### config.mk
export PLATFORM = sky130hd
export DESIGN_NAME = dd_prom_bank
export DESIGN_NICKNAME = d
export VERILOG_FILES = /design/src/source/dd_loader_pkg.sv /design/src/source/dd_prom_bank.sv
export SDC_FILE = /design/constraint.sdc
export NUM_CORES = 2
export LEC_CHECK = 0
export ABC_AREA = 1
export CAP_MARGIN = 40
export CORE_MARGIN = 3
export CORE_UTILIZATION = 35
export CTS_CLUSTER_SIZE = 14
export DETAILED_ROUTE_END_ITERATION = 8
export DONT_BUFFER_PORTS = 1
export GPL_TIMING_DRIVEN = 0
export PLACE_DENSITY = 0.51
export SLEW_MARGIN = 20
export SYNTH_ARGS = -nofsm -noshare
export SYNTH_HDL_FRONTEND = slang
export SYNTH_SLANG_ARGS = --single-unit
export TNS_END_PERCENT = 10
### constraint.sdc
create_clock -name clk -period 3.6 [get_ports clk]
set_clock_uncertainty 0.15 [all_clocks]
set_input_delay 0.72 -clock clk [delete_from_list [all_inputs] [get_ports clk]]
set_output_delay 0.72 -clock clk [all_outputs]
set_load 0.05 [all_outputs]
### src/source/dd_loader_pkg.sv
// ======================================================================
// Shared definitions of the ROM download path
// Region base addresses, SDRAM bank offsets and PROM bank count
// Vector typedefs and the SDRAM writer state encoding
// ======================================================================

package dd_loader_pkg;

    // Download byte address and payload
    typedef logic [21:0] dl_addr_t;
    typedef logic [7:0]  byte_t;

    // Active low, bit 0 is the low byte of the word
    typedef logic [1:0]  word_mask_t;

    // PROM bank addressing
    typedef logic [7:0]  prom_addr_t;

    // Region bases in the download stream
    localparam dl_addr_t main_base   = 22'h000000;
    localparam dl_addr_t adpcm_base  = 22'h030000;
    localparam dl_addr_t char_base   = 22'h050000;
    localparam dl_addr_t scr_zw_base = 22'h060000;
    localparam dl_addr_t scr_xy_base = 22'h080000;
    localparam dl_addr_t obj_wz_base = 22'h0A0000;
    localparam dl_addr_t obj_xy_base = 22'h0E0000;
    localparam dl_addr_t mcu_base    = 22'h120000;
    localparam dl_addr_t prom_base   = 22'h124000;

    // MCU code lands here in SDRAM word space
    localparam dl_addr_t mcu_word_base = 22'h018000;

    // SDRAM 64K-word block offsets for the graphics
    localparam logic [4:0] scr_bank = 5'd6;
    localparam logic [4:0] obj_bank = 5'd8;

    // On-chip PROM row
    localparam int prom_count = 4;

    typedef logic [1:0]            prom_sel_t;
    typedef logic [prom_count-1:0] prom_we_t;

    // SDRAM writer FSM
    typedef enum logic [1:0] {
        idle,
        write,
        ack
    } wr_state_t;

endpackage

### src/source/dd_prom_bank.sv
// ======================================================================
// One 256-byte on-chip PROM
// Synchronous write port and registered read port
// ======================================================================

`timescale 1ns/1ns

module dd_prom_bank (
    input  logic                       clk,
    input  logic                       we,
    input  dd_loader_pkg::prom_addr_t  wr_addr,
    input  dd_loader_pkg::byte_t       wr_data,
    input  dd_loader_pkg::prom_addr_t  rd_addr,
    output dd_loader_pkg::byte_t       rd_data
);

    dd_loader_pkg::byte_t mem [256];

    // Block RAM comes up cleared on the FPGA
    initial begin
        for (int i = 0; i < 256; i++) begin
            mem[i] = '0;
        end
    end

    always_ff @(posedge clk) begin
        if (we) begin
            mem[wr_addr] <= wr_data;
        end
    end

    always_ff @(posedge clk) begin
        rd_data <= mem[rd_addr];   // One cycle read latency
    end

endmodule

==> run metrics <==
DR pass1 iterations 7; Area after DPL 0.08967 sq mm; relative slew slack around 15%; status finished, violations left; Mapped Area 0.08340 sq mm; DP Worst Slack -0.7127 ns; routed wl met3 44.49 mm; routed length on met2 161.5 mm; Finished Cell Area a little under 0.1 sq mm; DP HPWL 252.6 mm; CTS tree built; ranking of synthesized cells by area edfxtp_1, nand3_1, nand2_1; Placeable Area 0.2361 sq mm; starting density of the core 35.33%; Crit Path Class input port to flip-flop; Post-Route Setup TNS -0.01306 ns; vias per inst 5.726; Skew-Pair Late Insertion Delay 0.94 ns; most frequent cells in the layout nand2_1, edfxtp_1, nand3_1; drt first-iter violations 9863; cts repair resizes 0; final worst setup slack -0.01306 ns; RSZ-0062 raised after global routing false; CTS root buf clkbuf_16; Avg WL per Cell around 35 um; CP max stage cell buf_2; Worst Path Max Fanout 10; Unique masters post-synth 14; CP dominant cell by count nand3_1; CP Cell Sequence buf_4 > inv_2 > buf_2 > buf_2 > nand3_1 > nand3_1 > nand3_1 > nand3_1 > nand3_1 > nand3_1 > nand2_1 > nand2_1 > nand2_1; Largest stage delay, worst path 0.66 ns; Max Root-Sink Buffers 3; Final setup viols 1; violated checks negative setup slack; initial antenna violation count 27; WP data required 4.11 ns; Tmin final between 3 and 4 ns; global-route wire length before repair around 500 mm; max-slew violation count 0; number of buffers and inverters on the critical path 4; total die area approximately 0.24 sq mm; gr ovfl total 0; sequential share of the synthesized area around 74%; post-synth top area cell edfxtp_1; Startpoint Class input port; Mapped Cells 7003; crit path DAT 4.12 ns; Mean Syn Cell Area 11.91 sq um; largest net degree at the start of global routing 225; via count 62.11k; M1 WL 146.2 mm; die width 494.1 um; hold crit path type input port to flip-flop; Yosys reg bits 2056; Static Leak around 34 nW; # nets final 7514; CP delay by family, top buffers and inverters; FMAX 276.8 MHz; worst vdd ir 0.4476 mV; Fin. Hold Viols 0; H-tree depth 4; synth warn 0; Residual DRC 0; clock transition at the registers of the reported paths around 0.060 ns; GRT Resource Usage Total roughly 30%; CTS Sinks 2056; number of I/O pins 34; routed wire length 378.5 mm; Row Count 178; Detail Route Antenna Nets 0; Worst-Margin Slew 1.274 ns; Max-cap violations 0; Synth top area share 73.74%; layout cells sized above 1 13.64%; most common cell after layout, fill and taps aside nand2_1; GP Congestion 1.011; fin crit share 100.4%; top routing layer used met5; Layout area overhead 17.24%; DIE HEIGHT 494.1 um; PwrDens between 500 and 600 mW/mm^2; vias in the first global route around 57k; CTS Buf Count 219; syn nets 7029; critical path capture point type flip-flop; buffers added on ports 0
## cell usage after synthesis (all sizes together)
master,number
buf,371
clkbuf,112
dfxtp,8
edfxtp,2048
inv,39
nand2,2123
nand3,2019
nor2,283
## power by group
group          switching (mW)  total, mW  leakage (nW)  internal, mW
Sequential             0.0636       26.5          18.5          26.4
Combinational            3.21       4.06          12.5         0.856
Clock                    10.0       22.6          3.43          12.6
Total                    13.3       53.2          34.4          39.8
## what timing repair did
action	4_1_cts	5_1_grt
hold endpoints to repair	1078	0
buffers inserted	0	0
setup endpoints to repair	0	0
hold buffers	30	0
## worst paths after layout
kind	from	to	slack (ns)	cells after the start
worst max-delay path	rd_addr[1]	rd_data[1]	-0.01	13
worst min-delay path	wr_data[4]	mem[232][4]	0.11	1
worst max register to register	mem[208][0]	rd_data[0]	1.10	10
worst min register to register	mem[64][7]	rd_data[7]	1.12	10
## metal layers
layer	GRT usage [%]	vias up
met2	44.13	4270
met3	8.212	859
met4	17.99	10
li1	-	25903
met5	0.4501	-
met1	40.57	31072
## flip-flops by register name (all words and copies together) (netlist names)
name,flops
mem,2048
rd_data,8
## layout make-up
| class | instances | area [sq um] |
|---|---|---|
| Sequential cell | 2056 | 61660 |
| Clock buffer | 278 | 5763 |
| Antenna cell | 15 | 37.54 |
| Clock inverter | 137 | 1340 |
| Inverter | 39 | 148.9 |
| Fill cell | 22445 | 138300 |
| Multi-Input combinational cell | 4425 | 19410 |
| Tap cell | 3150 | 3941 |
| Timing Repair Buffer | 264 | 2970 |
| Buffer | 483 | 2507 |
## per-stage QoR
stage / total power [mW] / util, % / cells / hold slack (ns)
2_1_floorplan: 28.58 / - / 7003 / 0.6689
3_3_place_gp: 30.24 / 37.00 / 10153 / 0.7681
3_5_place_dp: 30.34 / 37.98 / 10353 / 0.7720
4_1_cts: 53.04 / 41.26 / 10798 / 0.0003581
5_1_grt: 54.24 / 41.41 / 10842 / 0.01838
6_report: 53.15 / 41.42 / 10847 / 0.1082
## cell families after synthesis
logic type	share of synthesized area, %
buf+inv	3.119
simple gates	22.95
flops	73.94
## worst reg2reg max path: cells and delay by family (launching register included)
family	cells	cell delay, ns
DFF	1	0.37
and+or+nand+nor	10	1.72
Note: power is estimated with default switching activity, not from simulation.
