$ cat src/source/dd_loader_pkg.sv
// ======================================================================
// Shared definitions of the ROM download path
// Region base addresses, SDRAM bank offsets and PROM bank count
// Vector typedefs and the SDRAM writer state encoding
// ======================================================================

package dd_loader_pkg;

    // Download byte address and payload
    typedef logic [21:0] dl_addr_t;
    typedef logic [7:0]  byte_t;

    // Active low, bit 0 is the low byte of the word
    typedef logic [1:0]  word_mask_t;

    // PROM bank addressing
    typedef logic [7:0]  prom_addr_t;

    // Region bases in the download stream
    localparam dl_addr_t main_base   = 22'h000000;
    localparam dl_addr_t adpcm_base  = 22'h030000;
    localparam dl_addr_t char_base   = 22'h050000;
    localparam dl_addr_t scr_zw_base = 22'h060000;
    localparam dl_addr_t scr_xy_base = 22'h080000;
    localparam dl_addr_t obj_wz_base = 22'h0A0000;
    localparam dl_addr_t obj_xy_base = 22'h0E0000;
    localparam dl_addr_t mcu_base    = 22'h120000;
    localparam dl_addr_t prom_base   = 22'h124000;

    // MCU code lands here in SDRAM word space
    localparam dl_addr_t mcu_word_base = 22'h018000;

    // SDRAM 64K-word block offsets for the graphics
    localparam logic [4:0] scr_bank = 5'd6;
    localparam logic [4:0] obj_bank = 5'd8;

    // On-chip PROM row
    localparam int prom_count = 4;

    typedef logic [1:0]            prom_sel_t;
    typedef logic [prom_count-1:0] prom_we_t;

    // SDRAM writer FSM
    typedef enum logic [1:0] {
        idle,
        write,
        ack
    } wr_state_t;

endpackage

$ cat src/source/dd_rom_mapper.sv
// ======================================================================
// Download address mapper
// Sorts loader bytes into SDRAM word writes or PROM bank writes
// Rearranges graphics addresses into the video fetch layout
// ======================================================================

`timescale 1ns/1ns

module dd_rom_mapper (
    input  logic                       clk,
    input  logic                       rst_n,
    input  logic                       downloading,
    input  dd_loader_pkg::dl_addr_t    ioctl_addr,
    input  dd_loader_pkg::byte_t       ioctl_data,
    input  logic                       ioctl_wr,
    input  logic                       sdram_ack,
    output dd_loader_pkg::dl_addr_t    prog_addr,
    output dd_loader_pkg::byte_t       prog_data,
    output dd_loader_pkg::word_mask_t  prog_mask,
    output logic                       prog_we,
    output dd_loader_pkg::prom_we_t    prom_we,
    output dd_loader_pkg::prom_addr_t  prom_wr_addr,
    output dd_loader_pkg::byte_t       prom_wr_data
);

    dd_loader_pkg::dl_addr_t    map_addr;
    dd_loader_pkg::word_mask_t  map_mask;
    dd_loader_pkg::word_mask_t  mask8;
    dd_loader_pkg::prom_sel_t   prom_sel;
    logic                       is_prom;
    logic                       scr_top;
    logic                       obj_top;
    logic [4:0]                 scr_idx;   // 64K block inside the scroll half
    logic [4:0]                 obj_idx;   // 64K block inside the object half
    logic                       set_strobe;

    // Odd byte goes to the high half
    assign mask8 = {~ioctl_addr[0], ioctl_addr[0]};

    assign scr_top = ioctl_addr >= dd_loader_pkg::scr_xy_base;
    assign obj_top = ioctl_addr >= dd_loader_pkg::obj_xy_base;

    assign scr_idx = scr_top ? ioctl_addr[20:16] - dd_loader_pkg::scr_xy_base[20:16]
                             : ioctl_addr[20:16] - dd_loader_pkg::scr_zw_base[20:16];
    assign obj_idx = obj_top ? ioctl_addr[20:16] - dd_loader_pkg::obj_xy_base[20:16]
                             : ioctl_addr[20:16] - dd_loader_pkg::obj_wz_base[20:16];

    // Region decode, ordered by base address
    always_comb begin
        is_prom  = 1'b0;
        map_addr = {1'b0, ioctl_addr[21:1]};
        map_mask = mask8;
        if (ioctl_addr[21:16] < dd_loader_pkg::char_base[21:16]) begin
            // Main, sound and ADPCM keep the linear layout
            map_addr = {1'b0, ioctl_addr[21:1]};
            map_mask = mask8;
        end else if (ioctl_addr[21:16] < dd_loader_pkg::scr_zw_base[21:16]) begin
            // Character tiles, bit 3 picks the plane pair
            map_addr = {1'b0, ioctl_addr[21:5], ioctl_addr[2:0], ioctl_addr[4]};
            map_mask = {~ioctl_addr[3], ioctl_addr[3]};
        end else if (ioctl_addr[21:16] < dd_loader_pkg::obj_wz_base[21:16]) begin
            map_mask = scr_top ? 2'b01 : 2'b10;   // XY planes in the high byte
            map_addr = {1'b0, dd_loader_pkg::scr_bank + scr_idx,
                        ioctl_addr[15:6], ioctl_addr[3:0], ioctl_addr[5:4]};
        end else if (ioctl_addr[21:16] < dd_loader_pkg::mcu_base[21:16]) begin
            map_mask = obj_top ? 2'b01 : 2'b10;
            map_addr = {1'b0, dd_loader_pkg::obj_bank + obj_idx,
                        ioctl_addr[15:6], ioctl_addr[3:0], ioctl_addr[5:4]};
        end else if (ioctl_addr[21:12] < dd_loader_pkg::prom_base[21:12]) begin
            // MCU code, small enough to OR into the base
            map_addr = dd_loader_pkg::mcu_word_base | {9'd0, ioctl_addr[13:1]};
            map_mask = mask8;
        end else begin
            is_prom  = 1'b1;
            map_mask = 2'b11;   // Nothing goes to SDRAM
        end
    end

    // SDRAM request, held until the writer acknowledges it
    always_ff @(posedge clk) begin
        if (!rst_n) begin
            prog_we <= 1'b0;
        end else if (ioctl_wr && !is_prom) begin
            prog_we <= 1'b1;
        end else if (sdram_ack || !downloading) begin
            prog_we <= 1'b0;
        end
    end

    always_ff @(posedge clk) begin
        if (ioctl_wr && !is_prom) begin
            prog_addr <= map_addr;
            prog_data <= ioctl_data;
            prog_mask <= map_mask;
        end
    end

    // PROM byte is latched first, the bank pulse follows a cycle later
    always_ff @(posedge clk) begin
        if (!rst_n) begin
            set_strobe <= 1'b0;
            prom_we    <= '0;
        end else begin
            set_strobe <= ioctl_wr && is_prom;
            if (set_strobe) begin
                prom_we <= dd_loader_pkg::prom_we_t'(1) << prom_sel;
            end else begin
                prom_we <= '0;
            end
        end
    end

    always_ff @(posedge clk) begin
        if (ioctl_wr && is_prom) begin
            prom_sel     <= ioctl_addr[9:8];
            prom_wr_addr <= ioctl_addr[7:0];
            prom_wr_data <= ioctl_data;
        end
    end

endmodule

$ cat config.mk
export PLATFORM = sky130hd
export DESIGN_NAME = dd_rom_mapper
export DESIGN_NICKNAME = d
export VERILOG_FILES = /design/src/source/dd_loader_pkg.sv /design/src/source/dd_rom_mapper.sv
export SDC_FILE = /design/constraint.sdc
export NUM_CORES = 1
export LEC_CHECK = 0
export BUFFER_PORTS_ARGS = -buffer_cell sky130_fd_sc_hd__clkbuf_2
export CAP_MARGIN = 15
export CORE_UTILIZATION = 37
export DETAILED_ROUTE_END_ITERATION = 10
export SLEW_MARGIN = 20
export SYNTH_ARGS = -nofsm -noshare
export SYNTH_HDL_FRONTEND = slang
export SYNTH_SLANG_ARGS = --single-unit
$ cat constraint.sdc
create_clock -name clk -period 8 [get_ports clk]
set_input_delay 1.6 -clock clk [delete_from_list [all_inputs] [get_ports clk]]
set_output_delay 1.6 -clock clk [all_outputs]
set_load 0.05 [all_outputs]
==> results.md, run 1 <==
- Met2 wire len: 2.75 mm
- Critical Path RT: 8.06 ns
- Synthesis-stage register bit count: 55
- Worst Tran Pin Value: 0.939 ns
- Pre-CTS setup slack: 3.69 ns
- Area contributors post-synth: edfxtp_1 (58%), nand2_1 (5.9%), dfxtp_1 (4.7%)
- Power per Cell Area: 213 mW/mm^2
- Power consumption: 0.000671 W
- Top-area cell type share of the netlist area: 57.6%
- CTS tree: built
- Core box area: 0.00649 mm^2
- DR DRC count: 0
- Fin Clk Skew: 0.000387 ns
- Synth Cell Area: 0.00255 mm^2
- Worst Hold Class: reg2reg
- Port buffer count: 86
- Max_slew headroom: 37.1%
- Antenna Violating Nets Remaining: 0
- Min Hold Slack: 0.486 ns
- DR top layer: met4
- Antenna violations before repair: 0
- Net Count, Synth: 264
- Top Ports: 88
- Sink Count: 55
- H-tree levels: 2
- Status: complete, no violations
- Final Hold Viols: 0
- First-pass GRT wire length: 9.12 mm
- Filler instances: 613
- Mapped Avg Cell Area: 11.3 um^2
- Post-DP HPWL: 4.32 mm
- Ratio of cells with drive above 1 in the final layout: 33.4%
- Vias in the first global route: 1880
- Asr flop ratio synth: 0%
- LEAKAGE: 1.29 nW
- Post-CTS Setup Bufs: 0
- Cell taking the most area after synthesis: edfxtp_1
- Fin crit share: 50.0%
- CTS resizes: 0
- Clock Tree Buf Depth: 2
- CTS root buf: clkbuf_8
- Share of power burned in registers: 50.7%
- Row cnt: 29
- Setup Viol. Count Final: 0
- First-pass detailed-route iteration total: 4
- Maximum VDD drop: 0.0678 mV
- Vias: 2039
- Main synth FF type: edfxtp_1
- Chip Width: 85.1 um
- CTS Hold Bufs: 0
- Yosys cell types: 48
- Setup ws final: 4.00 ns
- Switching power: 0.000205 W
- Setup CP Type: in2reg
- Initial Util: 39.3%
- Gr ovfl total: 0
- Clock share of power: 27.6%
- Die area: 0.00724 mm^2
- CTS buffer count: 5
- Die Y: 85.1 um
- Post-synthesis sequential area ratio: 62.3%
- Logic pwr share: 21.7%
- Largest net degree at the start of global routing: 25
- All-Layer GR Usage: 16.1%
- Max Transition Viols Final: 0
- Via density: 5.30
- Worst setup EP type: register
- Crit start category: input pin
- P_int: 0.000465 W
- DRT met1 WL: 2.70 mm
- Clock latency on the worst-skew pair: 0.30 ns
- CTS clock-pin slew for the worst setup and hold paths: 0.10 ns
- WL/cell: 15.3 um
- Nets: 346
- Post-synth EDFFs: 49
- Syn Inst Count: 225
- DR WL met3: 378 um
- Max Cap Viol: 0
- Final Critical Period: 4.00 ns
- Sw Share: 30.6%
- FMAX: 250 MHz
- Iter 0 DRT Violations: 127
- GPL Wtd Cong: 0.873
- Syn-to-layout area delta: 23.4%
- R2R Setup Slk: 7.25 ns
- # diodes: 0
- Crit path max fanout: 17
- Routed WL: 5.90 mm
- Worst Path Arrival: 4.06 ns
- RSZ-0062 raised after global routing: no
- Fin Setup TNS: 0 ns
- Synth warn: 0
-- area by class of cell --
cell class | count | area [um^2] | area share, %
clock buffer | 5 | 68.8 | 2.18
clock inverter | 3 | 46.3 | 1.47
multi-input combinational | 151 | 881 | 27.9
inverter | 6 | 22.5 | 0.715
timing repair buffer | 88 | 445 | 14.1
tap | 77 | 96.3 | 3.06
sequential | 55 | 1590 | 50.5
-- power groups by stage --
stage / registers (W) / clock network, W / logic (W)
6_report: 0.000340 / 0.000185 / 0.000145
3_5_place_dp: 0.000347 / 0 / 0.000146
4_1_cts: 0.000340 / 0.000191 / 0.000146
3_3_place_gp: 0.000347 / 0 / 0.000145
5_1_grt: 0.000342 / 0.000198 / 0.000155
2_1_floorplan: 0.000409 / 0 / 0.0000443
-- sequential cells by signal, indices dropped and copies added (netlist names) --
| register | cells |
|---|---|
| prom_wr_data | 8 |
| prog_we | 1 |
| prom_we | 4 |
| prog_data | 8 |
| prog_mask | 2 |
| prom_sel | 2 |
| prom_wr_addr | 8 |
| prog_addr | 21 |
| set_strobe | 1 |
-- critical path, cell delays in order --
cell and delay, ns:
clkbuf_2 0.24, or4_4 0.60, or2_1 0.27, o21ai_2 0.21, xnor2_1 0.09, ha_1 0.26, or3_1 0.39, o22a_1 0.19
xnor2_1 0.13, o22ai_1 0.08
-- cells in the final DEF, fill, tap and decap left out, drive strengths merged, types with 3 or more instances in the layout --
master  instances
nor3b           4
o21ai          11
and2            3
ha              4
edfxtp         49
or2             4
nand3           3
xnor2           5
or4             3
inv             7
nor3            5
dfxtp           6
a21oi          18
a31oi           3
nand2          40
nor2           10
o22ai           6
clkbuf         91
-- metrics by stage --
step / instance area (um^2) / util, % / instances
detailed placement: 3040 / 46.8 / 377
finish: 3150 / 48.5 / 385
global placement: 3040 / 46.8 / 377
global route: 3150 / 48.5 / 385
floorplan: 2550 / - / 225
CTS: 3150 / 48.5 / 385
-- cells by family (layout without fill, tap and decap cells) --
group | after synthesis | after routing | synth area share (%)
adder cells (fa/ha/maj) | 4 | 4 | 1.96
flip-flops | 55 | 55 | 62.3
AND/OR/NAND/NOR | 86 | 86 | 16.7
AO/OA/AOI/OAI | 53 | 53 | 13.0
multiplexers | 2 | 2 | 0.833
XOR/XNOR | 5 | 5 | 1.71
buffers and inverters | 19 | 102 | 3.28
other | 1 | 1 | 0.147
-- per-layer routing --
layer / track usage [%] / up-vias
li1: - / 993
met5: 0 / -
met4: 4.47 / 0
met3: 3.79 / 9
met1: 21.6 / 960
met2: 26.4 / 77
-- cell usage after synthesis, types with 2 or more instances --
master	number
a2111oi_0	2
a21oi_1	18
a22o_1	2
a31oi_1	3
and2_1	3
and3b_1	2
buf_1	2
clkbuf_1	8
dfxtp_1	6
edfxtp_1	49
ha_1	4
inv_1	6
nand2_1	40
nand3_1	3
nand4_1	2
nor2_1	10
nor2b_1	2
nor3_1	5
nor3b_1	4
nor4_1	2
o21a_1	2
o21ai_0	10
o22a_1	2
o22ai_1	6
o32a_1	2
or2_2	3
or4_1	2
xnor2_1	5
-- path summary, 6_finish.rpt --
check	start	to	cells past startpoint
worst max-delay path	ioctl_addr[21]	prog_addr[19]	10
worst min register to register	prom_sel[0]	prom_we[2]	1
worst min-delay path	prom_sel[0]	prom_we[2]	1
worst max register to register	prog_we	prog_we	2
(Power assumes the default switching activity.)
==> run 2: changes to the inputs <==
==> constraint.sdc (replaced) <==
create_clock -name clk -period 3.3 [get_ports clk]
set_input_delay 0.66 -clock clk [delete_from_list [all_inputs] [get_ports clk]]
set_output_delay 0.66 -clock clk [all_outputs]
set_load 0.05 [all_outputs]
==> run 2 against run 1 <==
  * Clock skew up 0.0019 ns
  * Total power up 140%
  * Highest routed layer unchanged
  * Die area unchanged
  * Sequential share of layout area down 1.4 points
  * Critical path type unchanged
  * Final cell count up 3.1%
  * Largest power group unchanged
  * Critical path depth unchanged
  * Core utilization up 1.4 points
  * Combinational power rose to 2.5 times the previous value
  * Sequential power up 140%
  * Via count up 1.8%
  * Global-route usage up 0.82 points
==> results.md, run 2 (same netlist as run 1, synthesis figures left out) <==
- Die area: 0.00724 mm^2 (unchanged)
- CTS Hold Bufs: 0 (unchanged)
- Max Cap Viol: 0 (unchanged)
- Post-DP HPWL: 4.53 mm (+4.8%)
- FMAX: 350 MHz
- Nets: 358 (+3.5%)
- CTS resizes: 0 (unchanged)
- GPL Wtd Cong: 0.885 (+1.3%)
- Gr ovfl total: 0 (unchanged)
- CTS clock-pin slew for the worst setup and hold paths: 0.09 ns (about the same)
- Power consumption: 0.00163 W (+140%)
- Maximum VDD drop: 0.172 mV (+150%)
- Worst Setup SP: ioctl_addr[7]
- H-tree levels: 2 (unchanged)
- Core box area: 0.00649 mm^2 (unchanged)
- Leading cell types in the layout, fill and taps excluded: clkbuf_2 (86), edfxtp_1 (49), nand2_1 (40)
- Status: complete, no violations
- Antenna Violating Nets Remaining: 0 (unchanged)
- Port buffer count: 86 (unchanged)
- Setup Viol. Count Final: 0 (unchanged)
- Routed WL: 5.99 mm (+1.4%)
- WL/cell: 15.1 um (-1.7%)
- Worst Hold Class: reg2reg
- Crit start category: input pin
- Clock latency on the worst-skew pair: 0.30 ns (about the same)
- Fin Clk Skew: 0.00233 ns (+0.00194 ns)
- RR Startpoint: prog_we
- Sink Count: 55 (unchanged)
- Initial Util: 39.3% (unchanged)
- Fin crit share: 86.6%
- Max Transition Viols Final: 0 (unchanged)
- DR DRC count: 0 (unchanged)
- RSZ-0062 raised after global routing: no
- Clock Tree Buf Depth: 2 (unchanged)
- Fin Setup TNS: 0 ns (unchanged)
- Chip Width: 85.1 um (unchanged)
- Post-CTS Setup Bufs: 0 (unchanged)
- Antenna violations before repair: 0 (unchanged)
- CTS tree: built
- Largest net degree at the start of global routing: 23 (-8.0%)
- Worst setup EP type: register
- First-pass detailed-route iteration total: 4 (unchanged)
- All-Layer GR Usage: 17.0% (+0.82 points)
- Worst Tran Pin Value: 0.555 ns (-0.384 ns)
- CTS root buf: clkbuf_8
- Max_slew headroom: 63.0% (+26 points)
- Crit path max fanout: 7 (-10)
- Final Hold Viols: 0 (unchanged)
- Die Y: 85.1 um (unchanged)
- Iter 0 DRT Violations: 72 (-43%)
- Power per Cell Area: 504 mW/mm^2 (+140%)
- Ratio of cells with drive above 1 in the final layout: 35.9% (+2.5 points)
- Cell Area, Placed: 0.00313 mm^2 (+3.0%)
- First-pass GRT wire length: 9.40 mm (+3.1%)
- Via density: 5.23 (-1.3%)
- Hold_sp: prom_sel[1]
- Final Critical Period: 2.86 ns
- Commonest non-fill, non-tap cell in the layout: clkbuf_2
- Largest Register: prog_addr
- LEAKAGE: 1.35 nW (+4.5%)
- Vias: 2076 (+1.8%)
- Post-route design area: 0.00324 mm^2 (+2.9%)
- CTS buffer count: 5 (unchanged)
- Setup CP Type: in2reg
- Syn-to-layout area delta: 26.9%
- Max reg flops: 21 (unchanged)
- Row cnt: 29 (unchanged)
- Vias in the first global route: 1871 (-0.48%)
- Worst Path Arrival: 2.92 ns (-1.14 ns)
- Critical Path RT: 3.36 ns (-4.70 ns)
- Top Ports: 88 (unchanged)
- # diodes: 0 (unchanged)
==> run 2: cell types whose count changed in the layout (fill, tap and decap cells not counted), sizes merged <==
cell and delta:
buf +12
==> run 2: per-stage QoR <==
step | hold WS (ns) | setup slack [ns] | utilization [%] | std cells
after CTS | 0.482 | 0.450 | 49.9 | 397
final | 0.486 | 0.442 | 49.9 | 397
after detailed placement | 0.467 | 0.128 | 48.1 | 389
after floorplan | 0.447 | 0.249 | - | 225
after global routing | 0.502 | 0.286 | 49.9 | 397
after global placement | 0.473 | 0.164 | 48.1 | 389
==> run 2: power by group <==
group | total (W) | internal [W] | switching, W | leakage (nW)
Clock | 0.000444 | 0.000229 | 0.000215 | 0.0548
Sequential | 0.000825 | 0.000812 | 0.0000132 | 0.508
Combinational | 0.000364 | 0.0000972 | 0.000267 | 0.790
==> run 2: critical path: stages <==
cell and delay (ns):
clkbuf_2 0.11, or4_4 0.51, or2_1 0.26, o21ai_2 0.21
xnor2_1 0.10, ha_1 0.25, or3_1 0.39, o22a_1 0.20
xnor2_1 0.14, o22ai_1 0.08
==> run 2: cell type report <==
type                            instances  area (um^2)
Sequential cell                        55         1590
Fill cell                             621         3250
Clock buffer                            5         68.8
Timing Repair Buffer                  100          536
Multi-Input combinational cell        151          881
Inverter                                6         22.5
Tap cell                               77         96.3
Clock inverter                          3         46.3
==> run 2: path summary, 6_finish.rpt <==
check / to / slack [ns] / cells past startpoint
worst min-delay path: prom_we[0] / 0.49 / 1
worst max register to register: prog_we / 2.56 / 2
worst min register to register: prom_we[0] / 0.49 / 1
worst max-delay path: prog_addr[19] / 0.44 / 10
==> run 2: metal layers <==
metal | track usage, % | routed length, um
met1 | 22.4 | 2600
met2 | 27.9 | 2900
met3 | 4.18 | 414
met4 | 4.47 | 73
met5 | 0 | 0
