$ cat src/source/dd_loader_pkg.sv
// ======================================================================
// Shared definitions of the ROM download path
// Region base addresses, SDRAM bank offsets and PROM bank count
// Vector typedefs and the SDRAM writer state encoding
// ======================================================================

package dd_loader_pkg;

    // Download byte address and payload
    typedef logic [21:0] dl_addr_t;
    typedef logic [7:0]  byte_t;

    // Active low, bit 0 is the low byte of the word
    typedef logic [1:0]  word_mask_t;

    // PROM bank addressing
    typedef logic [7:0]  prom_addr_t;

    // Region bases in the download stream
    localparam dl_addr_t main_base   = 22'h000000;
    localparam dl_addr_t adpcm_base  = 22'h030000;
    localparam dl_addr_t char_base   = 22'h050000;
    localparam dl_addr_t scr_zw_base = 22'h060000;
    localparam dl_addr_t scr_xy_base = 22'h080000;
    localparam dl_addr_t obj_wz_base = 22'h0A0000;
    localparam dl_addr_t obj_xy_base = 22'h0E0000;
    localparam dl_addr_t mcu_base    = 22'h120000;
    localparam dl_addr_t prom_base   = 22'h124000;

    // MCU code lands here in SDRAM word space
    localparam dl_addr_t mcu_word_base = 22'h018000;

    // SDRAM 64K-word block offsets for the graphics
    localparam logic [4:0] scr_bank = 5'd6;
    localparam logic [4:0] obj_bank = 5'd8;

    // On-chip PROM row
    localparam int prom_count = 4;

    typedef logic [1:0]            prom_sel_t;
    typedef logic [prom_count-1:0] prom_we_t;

    // SDRAM writer FSM
    typedef enum logic [1:0] {
        idle,
        write,
        ack
    } wr_state_t;

endpackage

$ cat src/source/dd_prom_reader.sv
// ======================================================================
// PROM read-back
// Picks one bank's read data and registers it for the rest of the core
// ======================================================================

`timescale 1ns/1ns

module dd_prom_reader (
    input  logic                      clk,
    input  logic                      rst_n,
    input  dd_loader_pkg::prom_sel_t  rd_sel,
    input  dd_loader_pkg::byte_t      bank_data [dd_loader_pkg::prom_count],
    output dd_loader_pkg::byte_t      prom_rd_data
);

    dd_loader_pkg::prom_sel_t sel_q;   // Aligned with the bank read register

    always_ff @(posedge clk) begin
        if (!rst_n) begin
            sel_q <= '0;
        end else begin
            sel_q <= rd_sel;
        end
    end

    // Second stage of the two-cycle read path
    always_ff @(posedge clk) begin
        if (!rst_n) begin
            prom_rd_data <= '0;
        end else begin
            prom_rd_data <= bank_data[sel_q];
        end
    end

endmodule

$ cat config.mk
export PLATFORM = sky130hd
export DESIGN_NAME = dd_prom_reader
export DESIGN_NICKNAME = d
export VERILOG_FILES = /design/src/source/dd_loader_pkg.sv /design/src/source/dd_prom_reader.sv
export SDC_FILE = /design/constraint.sdc
export NUM_CORES = 1
export LEC_CHECK = 0
export ABC_AREA = 1
export BUFFER_PORTS_ARGS = -buffer_cell sky130_fd_sc_hd__buf_2
export CAP_MARGIN = 20
export CORE_MARGIN = 3
export CORE_UTILIZATION = 36
export DETAILED_ROUTE_END_ITERATION = 7
export PLACE_DENSITY = 0.76
export SYNTH_ARGS = -nofsm -noshare
export SYNTH_HDL_FRONTEND = slang
export SYNTH_SLANG_ARGS = --single-unit
$ cat constraint.sdc
create_clock -name clk -period 0.8 [get_ports clk]
set_clock_uncertainty 0.05 [all_clocks]
set_input_delay 0.04 -clock clk [delete_from_list [all_inputs] [get_ports clk]]
set_output_delay 0.04 -clock clk [all_outputs]
set_load 0.1 [all_outputs]
==> results of run 1 <==
==> flip-flops by register name (all words and copies together), names as in the netlist <==
register,cells
prom_rd_data,8
sel_q,2
==> Yosys cell counts <==
master,number,area share [%]
buf_2,1,0.79
buf_6,3,5.3
inv_6,1,1.4
dfxtp_1,10,31
nand2_1,32,19
nand2_2,2,2.0
nand3_1,16,13
inv_1,36,21
a21oi_1,8,6.3
==> worst max-delay path by stage <==
stage	startpoint	endpoint	slack (ns)
2_1_floorplan	sel_q[0]	prom_rd_data[2]	-0.13
3_3_place_gp	sel_q[0]	prom_rd_data[6]	-0.09
3_5_place_dp	sel_q[0]	prom_rd_data[6]	-0.12
4_1_cts	sel_q[0]	prom_rd_data[6]	-0.13
5_1_grt	sel_q[1]	prom_rd_data[2]	-0.19
6_report	sel_q[0]	prom_rd_data[1]	-0.15
==> cell type report <==
class	instances	area share (%)
sequential	10	17.94
multi-input combinational	58	30.22
tap	16	1.679
inverter	37	12.28
clock buffer	3	1.889
timing repair buffer	50	35.99
==> kinds of logic (layout without fill, tap and decap cells) <==
logic type | count (synthesis) | after routing
and+or+nand+nor | 50 | 50
buffers and inverters | 41 | 90
DFF | 10 | 10
AOI/OAI and AO/OA | 8 | 8
==> critical path, stage by stage, from the launching register on <==
cell and delay (ns):
dfxtp_4 0.42, clkbuf_16 0.18, nand2_2 0.07, nand3_2 0.06, a21oi_2 0.05
==> power groups by stage <==
stage	combinational (W)	clock, W	sequential (W)
6_report	0.000724	0.000372	0.000581
5_1_grt	0.000766	0.000392	0.000584
4_1_cts	0.000646	0.000376	0.000580
3_5_place_dp	0.000633	0	0.000591
3_3_place_gp	0.000626	0	0.000588
2_1_floorplan	0.000161	0	0.000802
==> per-layer routing <==
layer / vias to the layer above / GRT usage, % / part of all wire (%)
met5: - / 0 / 0
met4: 0 / 10.22 / 1.4
met3: 3 / 2.632 / 6.5
met2: 32 / 26.91 / 53
met1: 382 / 17.92 / 39
li1: 411 / - / -
==> repair_timing <==
action	in CTS	in global routing
hold buffers	3	0
pin swaps	0	17
endpoints found under the setup margin	16	16
resized for setup	0	32
endpoints found under the hold margin	2	0
cloned	0	1
==> metrics by stage <==
stage / TNS, ns / util [%] / setup WS, ns / area, um^2
2_1_floorplan: -1.017 / - / -0.1317 / 646.9
3_3_place_gp: -0.6159 / 63.33 / -0.08612 / 998.5
5_1_grt: -2.115 / 75.63 / -0.1862 / 1192
4_1_cts: -1.583 / 66.67 / -0.1287 / 1051
6_report: -1.687 / 75.63 / -0.1509 / 1192
3_5_place_dp: -0.8099 / 63.33 / -0.1155 / 998.5
==> layout by cell type, fill, tap and decap left out <==
| cell | instances |
|---|---|
| inv_1 | 35 |
| buf_2 | 35 |
| nand2_1 | 22 |
| buf_12 | 9 |
| nand2_2 | 8 |
| nand3_2 | 8 |
| nand3_1 | 8 |
| dfxtp_2 | 8 |
| a21oi_2 | 6 |
| nand2_4 | 4 |
| clkbuf_4 | 3 |
| dlygate4sd3_1 | 3 |
| a21oi_1 | 2 |
| inv_8 | 1 |
| inv_2 | 1 |
| clkbuf_16 | 1 |
| buf_4 | 1 |
| buf_6 | 1 |
| dfxtp_4 | 1 |
| dfxtp_1 | 1 |
==> results.toml, run 1 <==
[status]
status = "finished, violations left"
violations = "setup timing"

[pwr]
p_sw_w = 0.0006617
leakagePower_nw = 0.7154
total_power_w = 0.001677
swShare_pct = 39.45
seqPwrFrac_pct = 34.7
p_per_area_nw_per_um2 = 1407
p_int_w = 0.001016
ir_drop_v = 0.0009818
power_frac_clock_pct = 22.2
pwr-share-comb_pct = 43.2

[floorplanning]
rows = 14
die_w_um = 48.02
die_area_um2 = 2306
core_um2 = 1577
die_y_um = 48.02
initial_core_util_pct = 40.32
num_io_pins = 44

[routing]
drc_errors = 0
wl_per_cell_um = 11.60
drt-total-wl_mm = 2.018
vias = 828
drt_iter0_drc = 12
vias_per_cell = 4.759
firstDrtPassIters = 4
drtAntennaViolNets = 0

[setup_path]
cp-end-kind = "flip-flop"
reg2reg_slack_ns = -0.15
reg2reg_depth = 4
worst-setup-path-type = "flip-flop to flip-flop"
cp-start-kind = "flip-flop"
required_ns = 0.90
critPathArrivalTime_ns = 1.05
rr_startpoint = "sel_q[0]"
cp_max_fo = 6
r2r_end = "prom_rd_data[1]"

[sta]
period_needed_ns = 0.9509
timing.final.hold_violations = 0
fin_crit_sh_pct = 118.9
tightest_slew_ns = 0.3987
rsz0062_at_grt = "true"
setup_viol = 16
worst_hold_slack_ns = 0.03697
worst_slack_ns = -0.1509
drv_slew = 0
fmax_mhz = 1052
relSlewSlack_pct = 73.39

[placed_design]
dp_cells = 167
place_congestion = 0.5972
io_buffers = 43
hpwl_mm = 1.307

[yosys]
ys_seq_area_share_pct = 31.50
synth_xor_area_share_pct = 0
synth_area_um2 = 635.6
synth_compound_area_share_pct = 6.299
synth_top_family_by_area = "simple AND/OR/NAND/NOR gates"
yosys.area_share.simple_pct = 33.46
synth_seq_cells = 10
synthAdderAreaFrac_pct = 0
synthMuxAreaShare_pct = 0
netlist_instances = 109
yosys_warnings = 0
ys_types = 9
syn_area_per_cell_um2 = 5.831
synth_fp_nets = 145

[clock_tree]
cts-root-buf = "clkbuf_4"
htreeDepth = 1
cts_tree = "built"
cts_buffers = 3
cts_setup_buffers = 0
clkLatencyLatePin_ns = 0.28
clk_pin_slew_ns = 0.07
clk_path_buf_depth = 2
cts.sinks = 10

[hold_path]
min_path_type = "input pin to flip-flop"
min_path_cells = 5
hold-path-endpoint = "prom_rd_data[7]"
min_from = "bank_data[31]"

[final_layout]
fillers = 114
nets = 196
n_antenna_cell = 0
syn_to_final_growth_pct = 87.60
drive_gt1_share_pct = 55.06
regArea_um2 = 214.0
finalNonFillerCells = 174
multi_input_area_um2 = 360.3

[grt]
grt_antenna_before_repair = 0
first_global_vias = 672
grt_pass1_wl_mm = 2.553
gr-total-overflow = 0
grt_util_all_layers_pct = 15.80
grt_max_degree = 17

[run]
maxCapViolCount = 0
(Power assumes the default switching activity.)
==> run 2: changes to the inputs <==
--- a/config.mk
+++ b/config.mk
@@ -11,7 +11,8 @@
 export CORE_MARGIN = 3
 export CORE_UTILIZATION = 36
 export DETAILED_ROUTE_END_ITERATION = 7
-export PLACE_DENSITY = 0.76
+export GPL_ROUTABILITY_DRIVEN = 1
+export PLACE_DENSITY = 0.74
 export SYNTH_ARGS = -nofsm -noshare
 export SYNTH_HDL_FRONTEND = slang
 export SYNTH_SLANG_ARGS = --single-unit
==> results.toml, run 2 (synthesized netlist as in run 1, its figures left out) <==
[status]
status = "finished, violations left"
violations = "setup timing"

[sta]
tightest_slew_ns = 0.2914
worst_hold_slack_ns = 0.05914
fmax_mhz = 1076
relSlewSlack_pct = 80.55
tns_ns = -1.420
fin_crit_sh_pct = 116.1
timing.final.hold_violations = 0
period_needed_ns = 0.9290
setup_viol = 16
drv_slew = 0
worst_slack_ns = -0.1290
rsz0062_at_grt = "true"

[final_layout]
syn_to_final_growth_pct = 73.62
n_antenna_cell = 0
top_register = "prom_rd_data"
largest_register_ffs = 8
regArea_um2 = 214.0
drive_gt1_share_pct = 44.94
fillers = 121
final_cell_mix = "inv_1, buf_2, nand2_1"
utilization_pct = 70.00
largestRegisters = "prom_rd_data: 8 flops, sel_q: 2 flops"
nets = 195
multi_input_area_um2 = 285.3
fin_area_um2 = 1104

[routing]
firstDrtPassIters = 6
vias_per_cell = 4.529
drt_iter0_drc = 16
drc_errors = 0
drt-total-wl_mm = 1.763
vias = 788
wl_per_cell_um = 10.13
drtAntennaViolNets = 0

[floorplanning]
die_y_um = 48.02
rows = 14
die_w_um = 48.02
initial_core_util_pct = 40.32
die_area_um2 = 2306
core_um2 = 1577
num_io_pins = 44

[setup_path]
path_buf_inv = 1
cp_slowest_cell = "dfxtp_4"
crit_chain = "buf_12 -> nand2_1 -> nand3_2 -> a21oi_2"
critPathArrivalTime_ns = 1.08
cp_top_family = "flip-flops"
required_ns = 0.95
cp-start-kind = "flip-flop"
cpPeakStageDelay_ns = 0.37
cp_max_fo = 10
cp-end-kind = "flip-flop"
worst-setup-path-type = "flip-flop to flip-flop"

[clock_tree]
clkLatencyLatePin_ns = 0.26
htreeDepth = 1
cts_tree = "built"
clk_pin_slew_ns = 0.07
clk_path_buf_depth = 2
cts_buffers = 3
cts.sinks = 10
cts_setup_buffers = 0
cts-root-buf = "clkbuf_4"

[pwr]
leakagePower_nw = 0.6734
ir_drop_v = 0.001009
p_per_area_nw_per_um2 = 1544

[run]
maxCapViolCount = 0

[placed_design]
place_congestion = 0.8165
hpwl_mm = 1.294
place_area_um2 = 998.5
io_buffers = 43

[hold_path]
min_path_type = "input pin to flip-flop"

[grt]
gr-total-overflow = 0
grt_util_all_layers_pct = 15.23
first_global_vias = 616
grt_pass1_wl_mm = 2.435
grt_max_degree = 17
grt_antenna_before_repair = 0
-- run 2: cell counts in the layout (fill, tap and decap cells not counted) --
No cell type changed its count.
-- run 2: path summary, 6_finish.rpt --
| check | from | end | slack, ns | cells after the start |
|---|---|---|---|---|
| worst max register to register | sel_q[0] | prom_rd_data[1] | -0.13 | 4 |
| worst min-delay path | bank_data[28] | prom_rd_data[4] | 0.06 | 5 |
| worst min register to register | sel_q[1] | prom_rd_data[3] | 0.55 | 3 |
| worst max-delay path | sel_q[0] | prom_rd_data[1] | -0.13 | 4 |
-- run 2: report_power, final --
| part | internal, W | switching (W) |
|---|---|---|
| clock network | 0.000276 | 0.000183 |
| logic | 0.000274 | 0.000393 |
| registers | 0.000542 | 0.0000360 |
-- run 2: area by class of cell --
class	instances	share of cell area (%)
sequential	10	19.39
inverter	37	13.04
clock buffer	4	3.288
timing repair buffer	49	36.62
multi-input combinational	58	25.85
tap	16	1.814
-- run 2: stage by stage --
| step | total power [W] | setup slack, ns | cells |
|---|---|---|---|
| after floorplan | 0.0009629 | -0.1317 | 109 |
| after global placement | 0.001216 | -0.09194 | 167 |
| after detailed placement | 0.001225 | -0.1143 | 167 |
| after CTS | 0.001692 | -0.1239 | 174 |
| after global routing | 0.001773 | -0.1539 | 174 |
| final | 0.001704 | -0.1290 | 174 |
-- run 2: layer usage --
metal	wire length (um)	GRT usage, %
met4	0	6.452
met1	714	18.71
met2	883	25.07
met5	0	0
met3	165	3.759
-- run 2: timing repair --
item                                    4_1_cts  5_1_grt
hold endpoints to repair                      2        0
endpoints found under the setup margin       16       16
gates resized for setup                       2        9
pin swaps                                     4        3
hold buffers                                  3        0
-- run 2: worst reg2reg max path, stage by stage, from the launching register on --
cell	delay (ns)
dfxtp_4	0.37
buf_12	0.14
nand2_1	0.09
nand3_2	0.09
a21oi_2	0.12
==> run 3: changes to the inputs <==
--- a/config.mk
+++ b/config.mk
@@ -9,10 +9,10 @@
 export BUFFER_PORTS_ARGS = -buffer_cell sky130_fd_sc_hd__buf_2
 export CAP_MARGIN = 20
 export CORE_MARGIN = 3
-export CORE_UTILIZATION = 36
+export CORE_UTILIZATION = 38
+export CTS_BUF_LIST = sky130_fd_sc_hd__clkbuf_4
 export DETAILED_ROUTE_END_ITERATION = 7
-export GPL_ROUTABILITY_DRIVEN = 1
-export PLACE_DENSITY = 0.74
+export PLACE_DENSITY = 0.78
 export SYNTH_ARGS = -nofsm -noshare
 export SYNTH_HDL_FRONTEND = slang
 export SYNTH_SLANG_ARGS = --single-unit
==> results.toml, run 3 (synthesized netlist as in run 1, its figures left out) <==
[sta]
worst_hold_slack_ns = 0.04810
drv_slew = 0
rsz0062_at_grt = "true"
worst_slack_ns = -0.1213
tightest_slew_ns = 0.3077
timing.final.hold_violations = 0
period_needed_ns = 0.9213
fin_crit_sh_pct = 115.2
relSlewSlack_pct = 79.46
fmax_mhz = 1085
setup_viol = 16

[setup_path]
critPathArrivalTime_ns = 1.02
required_ns = 0.90
worst-setup-path-type = "flip-flop to flip-flop"
cp-end-kind = "flip-flop"
cp_max_fo = 5
cp-start-kind = "flip-flop"

[routing]
met3_length_um = 167
vias = 771
routed.top_layer = "met4"
drtAntennaViolNets = 0
vias_per_cell = 4.406
firstDrtPassIters = 4
wl_per_cell_um = 11.72
drt_iter0_drc = 8
drc_errors = 0
drt-total-wl_mm = 2.051
wl_met1_um = 813
met2_length_mm = 1.035

[grt]
grt_antenna_before_repair = 0
first_global_vias = 706
grt_util_all_layers_pct = 18.27
grt_max_degree = 17
gr-total-overflow = 0
grt_pass1_wl_mm = 2.766

[clock_tree]
cts-root-buf = "clkbuf_4"
cts.sinks = 10
htreeDepth = 1
cts_tree = "built"
clk_pin_slew_ns = 0.07
clkLatencyLatePin_ns = 0.26
clk_path_buf_depth = 2
cts_buffers = 3

[placed_design]
dp_cells = 168
place_congestion = 0.6985
place_area_um2 = 993.5
io_buffers = 43
dp_worst_setup_slack_ns = -0.1272
hpwl_mm = 1.401

[final_layout]
n_antenna_cell = 0
finalNonFillerCells = 175
fillers = 117
top_register = "prom_rd_data"
syn_to_final_growth_pct = 86.22
fin_area_um2 = 1184
nets = 196
largestRegisters = "prom_rd_data: 8 flops, sel_q: 2 flops"
utilization_pct = 76.79
final_cell_mix = "inv_1, buf_2, nand2_2"
largest_register_ffs = 8
drive_gt1_share_pct = 59.12

[pwr]
leakagePower_nw = 0.6986
p_per_area_nw_per_um2 = 1398
ir_drop_v = 0.0009694

[hold_path]
min_path_type = "input pin to flip-flop"

[floorplanning]
die_w_um = 46.90
initial_core_util_pct = 41.23
rows = 14
die_area_um2 = 2200
die_y_um = 46.90
num_io_pins = 44
core_um2 = 1541

[status]
status = "finished, violations left"
violations = "setup timing"

[run]
maxCapViolCount = 0
## run 3: changes by cell type in the layout (fill, tap and decap cells not counted), moves of 3 or more
cell / previous run / this run
nand3_1: 12 / 5
nand2_2: 4 / 18
nand3_2: 4 / 11
buf_6: 1 / 4
nand2_1: 30 / 15
## run 3: what timing repair did
action,4_1_cts,5_1_grt
hold buffers,3,0
endpoints found under the hold margin,2,0
gates resized for setup,24,15
endpoints found under the setup margin,16,16
setup buffers,0,0
pin swaps,24,8
## run 3: power breakdown
group / total [W] / internal (W) / switching [W]
registers: 0.000579 / 0.000542 / 0.0000368
logic: 0.000718 / 0.000291 / 0.000428
clock network: 0.000358 / 0.000180 / 0.000177
total: 0.00165 / 0.00101 / 0.000642
## run 3: metrics by stage
stage          setup TNS, ns   power, W
6_report              -1.326   0.001655
5_1_grt               -1.878   0.001746
3_5_place_dp         -0.8695   0.001222
3_3_place_gp         -0.5886   0.001209
2_1_floorplan         -1.017  0.0009629
4_1_cts               -1.228   0.001627
## run 3: layout make-up
type	count	area (um^2)	area share [%]
flip-flops and latches	10	214.0	18.08
clock inverters	1	3.754	0.3171
multi-input cells	58	366.6	30.97
repair buffers	50	410.4	34.67
inverters	37	146.4	12.37
well taps	16	20.02	1.691
clock buffers	3	22.52	1.903
## run 3: final timing paths
check | startpoint | to | slack (ns) | cells after the start
worst max-delay path | sel_q[0] | prom_rd_data[5] | -0.12 | 4
worst min-delay path | bank_data[30] | prom_rd_data[6] | 0.05 | 5
worst max register to register | sel_q[0] | prom_rd_data[5] | -0.12 | 4
worst min register to register | sel_q[1] | prom_rd_data[7] | 0.59 | 3
## run 3: per-layer routing
layer	up-vias	track usage, %
met5	-	0
met4	0	11.60
met3	4	4.981
met2	35	31.44
met1	320	19.54
li1	412	-
## run 3: critical path, cell delays in order, from the launching register on
cell and delay [ns]:
dfxtp_4 0.41, buf_6 0.15, nand2_2 0.07, nand3_2 0.08, a21oi_2 0.05
